==> src/logic/fetch_pkg.sv <==
package fetch_pkg;

    // ****************************************
    // sizes
    // ****************************************

    localparam int ADDR_BITS    = 32;
    localparam int BTB_IDX_BITS = 3;
    localparam int BTB_ENTRIES  = 8;
    localparam int HIST_BITS    = BTB_ENTRIES; // one history bit per possible aging step.

    localparam logic [ADDR_BITS-1:0] RESET_PC = 32'h0000_0000;

    // ****************************************
    // shared types
    // ****************************************

    // a branch resolved by the execute stage.
    typedef struct packed
    {
        logic                 valid;    // a taken branch was resolved.
        logic                 redirect; // fetch must jump to target_pc.
        logic [ADDR_BITS-1:0] branch_pc;
        logic [ADDR_BITS-1:0] target_pc;
    } resolve_t;

    // result of a buffer lookup on the current fetch address.
    typedef struct packed
    {
        logic                 hit;
        logic [ADDR_BITS-1:0] target;
    } predict_t;

    // recency history of every buffer entry.
    typedef logic [BTB_ENTRIES-1:0][HIST_BITS-1:0] btb_hist_t;

endpackage
==> src/logic/fetch_top.sv <==
`timescale 1ns/10ps

module fetch_top
(
    input  logic                            i_clk,
    input  logic                            i_reset_n,
    input  logic                            i_stall,
    input  fetch_pkg::resolve_t             i_resolve,
    output logic [fetch_pkg::ADDR_BITS-1:0] o_fetch_pc,
    output logic                            o_fetch_valid,
    output logic                            o_predicted
);
    import fetch_pkg::*;

    predict_t                predict;
    btb_hist_t               hist;
    logic [BTB_IDX_BITS-1:0] victim_idx;

    fetch_ctrl fetch_ctrl_inst
    (
        .i_clk              (i_clk),
        .i_reset_n          (i_reset_n),
        .i_stall            (i_stall),
        .i_resolve          (i_resolve),
        .i_predict          (predict),
        .o_fetch_pc         (o_fetch_pc),
        .o_fetch_valid      (o_fetch_valid)
    );

    // the buffer looks up the address that the control module holds.
    btb_table btb_table_inst
    (
        .i_clk              (i_clk),
        .i_reset_n          (i_reset_n),
        .i_lookup_pc        (o_fetch_pc),
        .i_resolve          (i_resolve),
        .i_victim_idx       (victim_idx),
        .o_predict          (predict),
        .o_hist             (hist)
    );

    btb_victim_select btb_victim_select_inst
    (
        .i_hist             (hist),
        .o_victim_idx       (victim_idx)
    );

    assign o_predicted = predict.hit;

endmodule

==> src/logic/fetch_ctrl.sv <==
`timescale 1ns/10ps

module fetch_ctrl
(
    input  logic                            i_clk,
    input  logic                            i_reset_n,
    input  logic                            i_stall,
    input  fetch_pkg::resolve_t             i_resolve,
    input  fetch_pkg::predict_t             i_predict,
    output logic [fetch_pkg::ADDR_BITS-1:0] o_fetch_pc,
    output logic                            o_fetch_valid
);
    import fetch_pkg::*;

    logic [ADDR_BITS-1:0] pc_q;
    logic [ADDR_BITS-1:0] seq_pc;
    logic [ADDR_BITS-1:0] next_pc;
    logic                 valid_q;

    // ****************************************
    // next address
    // ****************************************

    assign seq_pc = pc_q + ADDR_BITS'(4);

    // a redirect wins even over a stall.
    always_comb
    begin
        if (i_resolve.redirect)
        begin
            next_pc = i_resolve.target_pc;
        end
        else if (i_stall)
        begin
            next_pc = pc_q;
        end
        else if (i_predict.hit)
        begin
            next_pc = i_predict.target;
        end
        else
        begin
            next_pc = seq_pc;
        end
    end

    // ****************************************
    // state
    // ****************************************

    always_ff @(posedge i_clk)
    begin
        if (!i_reset_n)
        begin
            pc_q    <= RESET_PC;
            valid_q <= 1'b0;
        end
        else
        begin
            pc_q    <= next_pc;
            valid_q <= 1'b1; // stays high until the next reset.
        end
    end

    assign o_fetch_pc    = pc_q;
    assign o_fetch_valid = valid_q;

endmodule

==> src/logic/btb_table.sv <==
`timescale 1ns/10ps

module btb_table
(
    input  logic                               i_clk,
    input  logic                               i_reset_n,
    input  logic [fetch_pkg::ADDR_BITS-1:0]    i_lookup_pc,
    input  fetch_pkg::resolve_t                i_resolve,
    input  logic [fetch_pkg::BTB_IDX_BITS-1:0] i_victim_idx,
    output fetch_pkg::predict_t                o_predict,
    output fetch_pkg::btb_hist_t               o_hist
);
    import fetch_pkg::*;

    logic [ADDR_BITS-1:0]    branch_q [BTB_ENTRIES];
    logic [ADDR_BITS-1:0]    target_q [BTB_ENTRIES];
    btb_hist_t               hist_q;
    logic [BTB_ENTRIES-1:0]  live;

    logic                    look_hit;
    logic [BTB_IDX_BITS-1:0] look_idx;
    logic                    same_hit;
    logic [BTB_IDX_BITS-1:0] same_idx;

    logic [BTB_IDX_BITS-1:0] wr_idx;
    logic                    target_changed;
    logic                    age_others;
    logic [HIST_BITS-1:0]    wr_hist;

    // ****************************************
    // lookup and write match
    // ****************************************

    always_comb
    begin
        for (int i = 0; i < BTB_ENTRIES; i++)
        begin
            live[i] = |hist_q[i]; // an entry lives while its history is nonzero.
        end
    end

    // scanning downward leaves the lowest matching index in place.
    always_comb
    begin
        look_hit = 1'b0;
        look_idx = '0;
        same_hit = 1'b0;
        same_idx = '0;
        for (int i = BTB_ENTRIES - 1; i >= 0; i--)
        begin
            if (live[i] && (branch_q[i] == i_lookup_pc))
            begin
                look_hit = 1'b1;
                look_idx = BTB_IDX_BITS'(i);
            end
            if (live[i] && (branch_q[i] == i_resolve.branch_pc))
            begin
                same_hit = 1'b1;
                same_idx = BTB_IDX_BITS'(i);
            end
        end
    end

    assign o_predict.hit    = look_hit;
    assign o_predict.target = target_q[look_idx];
    assign o_hist           = hist_q;

    // ****************************************
    // write and aging
    // ****************************************

    assign wr_idx         = same_hit ? same_idx : i_victim_idx;
    assign target_changed = target_q[wr_idx] != i_resolve.target_pc;
    assign age_others     = i_resolve.valid & (~same_hit | target_changed);

    // only a live match carries its old history forward.
    assign wr_hist = {1'b1, same_hit ? hist_q[wr_idx][HIST_BITS-1:1] : {(HIST_BITS-1){1'b0}}};

    always_ff @(posedge i_clk)
    begin
        if (i_resolve.valid)
        begin
            branch_q[wr_idx] <= i_resolve.branch_pc;
            target_q[wr_idx] <= i_resolve.target_pc;
        end
    end

    always_ff @(posedge i_clk)
    begin
        if (!i_reset_n)
        begin
            hist_q <= '0;
        end
        else if (i_resolve.valid)
        begin
            for (int i = 0; i < BTB_ENTRIES; i++)
            begin
                if (BTB_IDX_BITS'(i) == wr_idx)
                begin
                    hist_q[i] <= wr_hist;
                end
                else if (age_others)
                begin
                    hist_q[i] <= {1'b0, hist_q[i][HIST_BITS-1:1]}; // lowest bit drops out.
                end
            end
        end
    end

endmodule

==> src/logic/btb_victim_select.sv <==
`timescale 1ns/10ps

module btb_victim_select
(
    input  fetch_pkg::btb_hist_t                i_hist,
    output logic [fetch_pkg::BTB_IDX_BITS-1:0]  o_victim_idx
);
    import fetch_pkg::*;

    localparam int NODES = 2 * BTB_ENTRIES - 1;

    // binary tree kept as a heap, node 0 is the root.
    // leaves sit at BTB_ENTRIES-1 and up, entry 0 first.
    logic [HIST_BITS-1:0]    node_val [NODES];
    logic [BTB_IDX_BITS-1:0] node_idx [NODES];

    genvar i;
    generate
        for (i = 0; i < BTB_ENTRIES; i++)
        begin : g_leaf
            assign node_val[BTB_ENTRIES-1+i] = i_hist[i];
            assign node_idx[BTB_ENTRIES-1+i] = BTB_IDX_BITS'(i);
        end

        for (i = 0; i < BTB_ENTRIES - 1; i++)
        begin : g_node
            logic take_right;

            // the left child covers lower indices, so it keeps a tie.
            assign take_right  = node_val[2*i+2] < node_val[2*i+1];
            assign node_val[i] = take_right ? node_val[2*i+2] : node_val[2*i+1];
            assign node_idx[i] = take_right ? node_idx[2*i+2] : node_idx[2*i+1];
        end
    endgenerate

    assign o_victim_idx = node_idx[0]; // a zero history always ends up here.

endmodule

==> config.mk <==
export PLATFORM = sky130hd
export DESIGN_NAME = fetch_top
export DESIGN_NICKNAME = d
export VERILOG_FILES = /design/src/logic/fetch_pkg.sv /design/src/logic/fetch_top.sv /design/src/logic/fetch_ctrl.sv /design/src/logic/btb_table.sv /design/src/logic/btb_victim_select.sv
export SDC_FILE = /design/constraint.sdc
export NUM_CORES = 2
export LEC_CHECK = 0
export BUFFER_PORTS_ARGS = -buffer_cell sky130_fd_sc_hd__buf_2
export CAP_MARGIN = 20
export CELL_PAD_IN_SITES_DETAIL_PLACEMENT = 1
export CELL_PAD_IN_SITES_GLOBAL_PLACEMENT = 2
export CORE_MARGIN = 4
export CORE_UTILIZATION = 46
export CTS_BUF_LIST = sky130_fd_sc_hd__clkbuf_4 sky130_fd_sc_hd__clkbuf_8 sky130_fd_sc_hd__clkbuf_16
export DETAILED_ROUTE_END_ITERATION = 6
export PLACE_DENSITY_LB_ADDON = 0.05
export REMOVE_ABC_BUFFERS = 1
export SYNTH_ARGS = -nofsm -noshare
export SYNTH_HDL_FRONTEND = slang
export SYNTH_SLANG_ARGS = --single-unit
==> constraint.sdc <==
create_clock -name i_clk -period 19.9 [get_ports i_clk]
set_input_delay 0.995 -clock i_clk [delete_from_list [all_inputs] [get_ports i_clk]]
set_output_delay 0.995 -clock i_clk [all_outputs]
set_load 0.02 [all_outputs]
# Word-level counts from Yosys, hierarchy flattened
# Memories as Yosys holds them, arrays and structs flattened.
# Index checks and enable logic that the tools add are counted.
# classes
add_sub_neg	1
magnitude_cmp	8
eq_ne	25
muxes	71
n_bitwise	3
n_reduce_logical	41
# ops
operator	n
$eq A32 B32 Y1	16
$mux W8	23
$mux W32	3
$reduce_or A8 Y1	8
$lt A8 B8 Y1	7
$mux W3	18
$add A32 B3 Y32 const B	1
$ne A32 B32 Y1	1
$bmux W8 S3	1
$mux W1	23
$logic_and A1 B1 Y1	16
$reduce_and A2 Y1	8
$reduce_bool A2 Y1	8
$eq A3 B3 Y1 const A	4
$mux W7	1
$eq A2 B3 Y1 const A	2
$lt A3 B4 Y1 const B	1
$mux W2	2
$eq A1 B3 Y1 const A	1
$logic_not A3 Y1	1
$ne A2 B1 Y1 const B	1
$and A1 B1 Y1	1
$not A1 Y1	1
$or A1 B1 Y1	1
# totals
reg_bits	97
ramBits	512
in_bits	69
out_inout_bits	34
elab_cells	161
mem_count	2
# memory_table
name	words	word_bits	read_ports	rd_ports_with_merged_regs	write_ports	line	text
btb_table_inst.branch_q	8	32	8	0	1	btb_table.sv:15	logic [ADDR_BITS-1:0] branch_q [BTB_ENTRIES];
btb_table_inst.target_q	8	32	2	0	1	btb_table.sv:16	logic [ADDR_BITS-1:0] target_q [BTB_ENTRIES];

# Depth between registers and ports, before layout
# An unclocked memory read counts as a cell.
# depth
word_depth	18
depth_mapped	39
ltp_nobuf	32

# Cells and area by module
# From an unflattened synthesis, not the netlist that was laid out.
# unflattened
hier_cells	3446
hier_area_um2	36226.0
# by_module_without_submodules
module	n_inst	cells_per_inst	area_per_inst_um2	seq_area_each_um2
btb_table	1	2840	31893.1	16656.0
fetch_ctrl	1	349	2527.4	660.6
btb_victim_select	1	257	1805.5	0.0

# Worst setup path before layout
# OpenSTA, ideal clock, no wires.
# synth_path
path_type	register to register
startpoint	reg btb_table_inst.hist_q (netlist bit btb_table_inst.o_hist[49])
endpoint	reg btb_table_inst.hist_q (netlist bit btb_table_inst.o_hist[39])
setup_time_ns	0.084
t_arrival_ns	9.812
required_time_ns	19.816
slack_ns	10.005
stages_incl_launch_ff	35
n_path_buf	8
period_less_slack_ns	9.895
cell_sequence	dfxtp_1 -> inv_1 -> ha_1 -> a2111o_1 -> a311oi_4 -> clkbuf_1 -> nand2b_1 -> nand2_1 -> ha_1 -> nand4_1 -> nor2_1 -> nand2_1 -> nor2_1 -> and4b_1 -> buf_2 -> clkbuf_1 -> a31oi_1 -> ha_1 -> a21o_1 -> a21o_1 -> a21oi_1 -> nand2_1 -> a311oi_1 -> a21o_1 -> a211oi_4 -> nor2_4 -> buf_2 -> buf_2 -> buf_2 -> clkbuf_1 -> nand2_1 -> clkbuf_1 -> nor2_1 -> o21ai_0 -> a31oi_1
# synth_between
elab_chain_cells	16
word_cells_on_any_way	34
cone_classes	order compare: 3; eq/ne: 2; mux: 21; bitwise: 3; reduce/logical: 4; memory: 1
# synth_lines
element	line	text
from (decl)	btb_table.sv:17	btb_hist_t hist_q;
from (signal, indexed assignment)	btb_table.sv:100	hist_q[i] <= wr_hist;
from (signal, indexed assignment)	btb_table.sv:104	hist_q[i] <= {1'b0, hist_q[i][HIST_BITS-1:1]};
parallel branches: the longest is 16 deep, another holds $mem_v2 Z8 W32	-	
# Several ways; the timed one is not identified.
# A chain may end at the register's enable or synchronous reset.

# Worst setup path in the final report
# layout_path
startpoint	reg btb_table_inst.hist_q (netlist bit btb_table_inst.o_hist[49])
endpoint	reg btb_table_inst.hist_q (netlist bit btb_table_inst.o_hist[33])
# The elaborated chain is that of the path after synthesis.

==> Flow_metrics.wiki <==
{| class="wikitable"
! Metric !! Value
|-
| # Max-Cap Violations || 0
|-
| Avg Vias per Cell || 6.531
|-
| Required time of the critical path || between 20 and 25 ns
|-
| Setup repair after global routing missed its margin || no
|-
| Total standard cell area after synthesis || 0.03603 mm²
|-
| Number of fillers in the final layout || between 8000 and 9000
|-
| Fraction of post-synthesis cell area in the top cell type by area || 42.67%
|-
| Top post-synthesis cells by area || sky130_fd_sc_hd__edfxtp_1 (43%), sky130_fd_sc_hd__xnor2_1 (11%), sky130_fd_sc_hd__mux2i_1 (5.6%)
|-
| Crit path capture type || flip-flop
|-
| Fin crit share || 53.35%
|-
| R2r startpoint || btb_table_inst.o_hist[49]$_SDFFE_PN0P_
|-
| Post-placement setup slack || approximately 9.4 ns
|-
| Global-route wire length before repair || 212200 µm
|-
| Largest net degree at the start of global routing || 64
|-
| TritonCTS Buffers || 72
|-
| Synth-to-Final Area Change || 11.56%
|-
| Headroom to the max-slew limit || 20.14%
|-
| Worst Setup EP || btb_table_inst.o_hist[33]$_SDFFE_PN0P_
|-
| Count of H-tree levels built during CTS || 3
|-
| Sum of net half-perimeters after detailed placement || 97560 µm
|-
| Die width || approximately 290 µm
|-
| Detailed-routing iteration count for the pre-antenna-repair pass || 5
|-
| Fin crit period || 10.62 ns
|-
| Setup fix buffers added after clock tree synthesis || 0
|-
| Maximum buffer depth of the clock tree || 3
|-
| Post-synthesis sequential area ratio || 48.06%
|-
| Number of failing setup endpoints in the final timing report || 0
|-
| Highest net fanout along the worst path || 63
|-
| Largest stage delay on the critical path || 0.75 ns
|-
| Number of top-level pins || 103
|-
| Antenna-violating nets left || 0
|-
| Initial DRC count || 2920
|-
| Count of hold-fix buffers inserted at cts || 0
|-
| Source-to-sink clock delay at the later pin of the worst-skew pair || 0.64 ns
|-
| Number of placed instances with taps included || 4393
|-
| Count of different cell masters after synthesis || 77
|-
| Number of clock sinks || 609
|-
| Weighted congestion at the end of routability-driven global placement || 0.9803
|-
| Count of standard-cell rows || a little over 100
|-
| Number of vias in the routed layout || 29579
|-
| Number of flops mapped to enable cells by yosys || between 500 and 600
|-
| Most frequent cells in the layout || sky130_fd_sc_hd__edfxtp_1 (512), sky130_fd_sc_hd__xnor2_1 (459), sky130_fd_sc_hd__nand2_1 (234)
|-
| Launch point of the worst path || btb_table_inst.o_hist[49]$_SDFFE_PN0P_
|-
| Critical path's slowest cell || sky130_fd_sc_hd__and4b_1
|-
| Endpoints failing hold || 0
|-
| Average size of a mapped cell || 10.62 µm²
|-
| Net total in the final layout || between 3000 and 4000
|-
| Global-route congestion overflow total || 0
|-
| Count of placed standard cells in the final layout, fillers left out || 4529
|-
| Global router's overall resource usage || 35.00%
|-
| Arrival time reported for the critical path endpoint || 11.10 ns
|-
| Overall die area || 0.08287 mm²
|-
| FF-to-FF End || btb_table_inst.o_hist[33]$_SDFFE_PN0P_
|-
| Count of warnings emitted by yosys || 0
|-
| WL/cell || 32.63 µm
|-
| Synthesized flop and latch total || 609
|-
| Slew at the pin closest to its max-slew limit || around 1.2 ns
|-
| Leading cell type in the layout, fill and taps excluded || sky130_fd_sc_hd__edfxtp_1
|-
| Via count of the first global-routing pass || 29951
|-
| DRC || 0
|-
| Depth of the worst register-to-register path || 33
|-
| Startpoint kind of the worst setup timing path || flip-flop
|-
| Clock input transition at the sequential cells of the worst setup and hold paths || 0.06 ns
|-
| Count of buffers inserted at the top-level ports || 102
|-
| Register-to-register setup slack || a little over 9 ns
|-
| Total of cells resized after clock tree synthesis || 0
|-
| Max-slew violation total from the final report || 0
|-
| Floorplan core area || 0.07759 mm²
|-
| Type of the most critical hold path || flip-flop to flip-flop
|-
| Result of the run || completed
|-
| Leading register cell type out of synthesis || sky130_fd_sc_hd__edfxtp_1
|-
| Initial antenna violation count || 4
|-
| Ys async rst share || 0%
|-
| Ratio of cells with drive above 1 in the final layout || 11.93%
|-
| Cell taking the most area after synthesis || sky130_fd_sc_hd__edfxtp_1
|-
| CTS Root Cell || sky130_fd_sc_hd__clkbuf_16
|-
| Minimum setup slack in the final design || 9.284 ns
|-
| Clock tree from TritonCTS || built
|-
| Type of the worst setup path || flip-flop to flip-flop
|-
| Synthesized instance count || ~3400
|-
| Post-Route Skew || approximately 0.043 ns
|-
| Highest attainable clock frequency || 0.09420 GHz
|-
| DRT Wirelength || 147800 µm
|-
| Setup TNS || 0 ns
|-
| Starting density of the core || 46.44%
|-
| Die height || about 290 µm
|}
## flip-flops by register name (all words and copies together), names as in the netlist
name and flops:
btb_table_inst.branch_q 256, fetch_ctrl_inst.o_fetch_pc 32, fetch_ctrl_inst.o_fetch_valid 1, btb_table_inst.target_q 256
btb_table_inst.o_hist 64
## per-stage QoR
step,util (%),hold WS (ns),instance area [µm²]
detailed placement,48.54,0.5264,37660
CTS,51.74,0.5389,40140
global route,51.80,0.5624,40190
global placement,48.54,0.5146,37660
floorplan,-,0.4681,35130
finish,51.80,0.5384,40200
## layer usage
| layer | vias to the layer above | wire [µm] | track usage (%) |
|---|---|---|---|
| li1 | 12756 | - | - |
| met1 | 15198 | 62280 | 48.18 |
| met2 | 1326 | 66810 | 55.11 |
| met3 | 297 | 12170 | 6.469 |
| met4 | 2 | 6501 | 13.33 |
| met5 | - | 13 | 0 |
## worst max-delay path, delay by kind of cell (launching register included)
kind            cells  cell delay [ns]
buf+inv             3             1.11
flops               1             0.41
fa+ha+maj           3             0.86
compound gates     12             4.23
mux                 2             0.54
simple gates       13             3.19
## synth_stat cells, types with 45 or more instances
library cell               count
sky130_fd_sc_hd__o21ai_0     184
sky130_fd_sc_hd__xor2_1       97
sky130_fd_sc_hd__buf_2        51
sky130_fd_sc_hd__xnor2_1     459
sky130_fd_sc_hd__ha_1         50
sky130_fd_sc_hd__inv_1        79
sky130_fd_sc_hd__clkbuf_1    124
sky130_fd_sc_hd__mux2_2       72
sky130_fd_sc_hd__mux2i_1     201
sky130_fd_sc_hd__nand3_1      89
sky130_fd_sc_hd__dfxtp_1      97
sky130_fd_sc_hd__nand2_1     235
sky130_fd_sc_hd__edfxtp_1    512
sky130_fd_sc_hd__nor3_1       74
sky130_fd_sc_hd__a211oi_1     91
sky130_fd_sc_hd__nand4_1     158
sky130_fd_sc_hd__o211ai_1     52
sky130_fd_sc_hd__nor2_1      166
sky130_fd_sc_hd__a21oi_1     141
sky130_fd_sc_hd__buf_1        45
sky130_fd_sc_hd__nor4_1       72
## cell families (layout without fill, tap and decap cells)
group	count (synthesis)	after routing	synth area share (%)
muxes	278	278	8.084
buffers and inverters	302	394	3.344
DFF	609	609	48.06
adders and majority gates	50	50	1.736
other	0	3	0
xor gates and xnor gates	556	556	13.51
AOI/OAI and AO/OA	666	666	12.04
and+or+nand+nor	933	933	13.23
## worst min-delay path by stage
| stage | from | endpoint | slack (ns) | cells after the start |
|---|---|---|---|---|
| 6_report | fetch_ctrl_inst.o_fetch_pc[18]$_SDFFE_PN0P_ | fetch_ctrl_inst.o_fetch_pc[18]$_SDFFE_PN0P_ | 0.54 | 2 |
| 5_1_grt | fetch_ctrl_inst.o_fetch_pc[18]$_SDFFE_PN0P_ | fetch_ctrl_inst.o_fetch_pc[18]$_SDFFE_PN0P_ | 0.56 | 2 |
| 4_1_cts | fetch_ctrl_inst.o_fetch_pc[18]$_SDFFE_PN0P_ | fetch_ctrl_inst.o_fetch_pc[18]$_SDFFE_PN0P_ | 0.54 | 2 |
| 3_5_place_dp | fetch_ctrl_inst.o_fetch_pc[18]$_SDFFE_PN0P_ | fetch_ctrl_inst.o_fetch_pc[18]$_SDFFE_PN0P_ | 0.53 | 2 |
| 3_3_place_gp | fetch_ctrl_inst.o_fetch_pc[18]$_SDFFE_PN0P_ | fetch_ctrl_inst.o_fetch_pc[18]$_SDFFE_PN0P_ | 0.51 | 2 |
| 2_1_floorplan | btb_table_inst.o_hist[56]$_SDFFE_PN0P_ | btb_table_inst.o_hist[56]$_SDFFE_PN0P_ | 0.47 | 2 |
## final cells by class
type	instances	area [µm²]	share of cell area (%)
multi-input cells	2483	17640	43.89
flip-flops and latches	609	17320	43.09
clock buffers	94	2027	5.043
well taps	1040	1301	3.237
repair buffers	183	1141	2.839
clock inverters	36	455.4	1.133
inverters	81	304.0	0.7564
diodes	3	7.507	0.01868
Power is not shown: default switching activity piles up to over one toggle a cycle in this logic, so the estimate is an artifact.
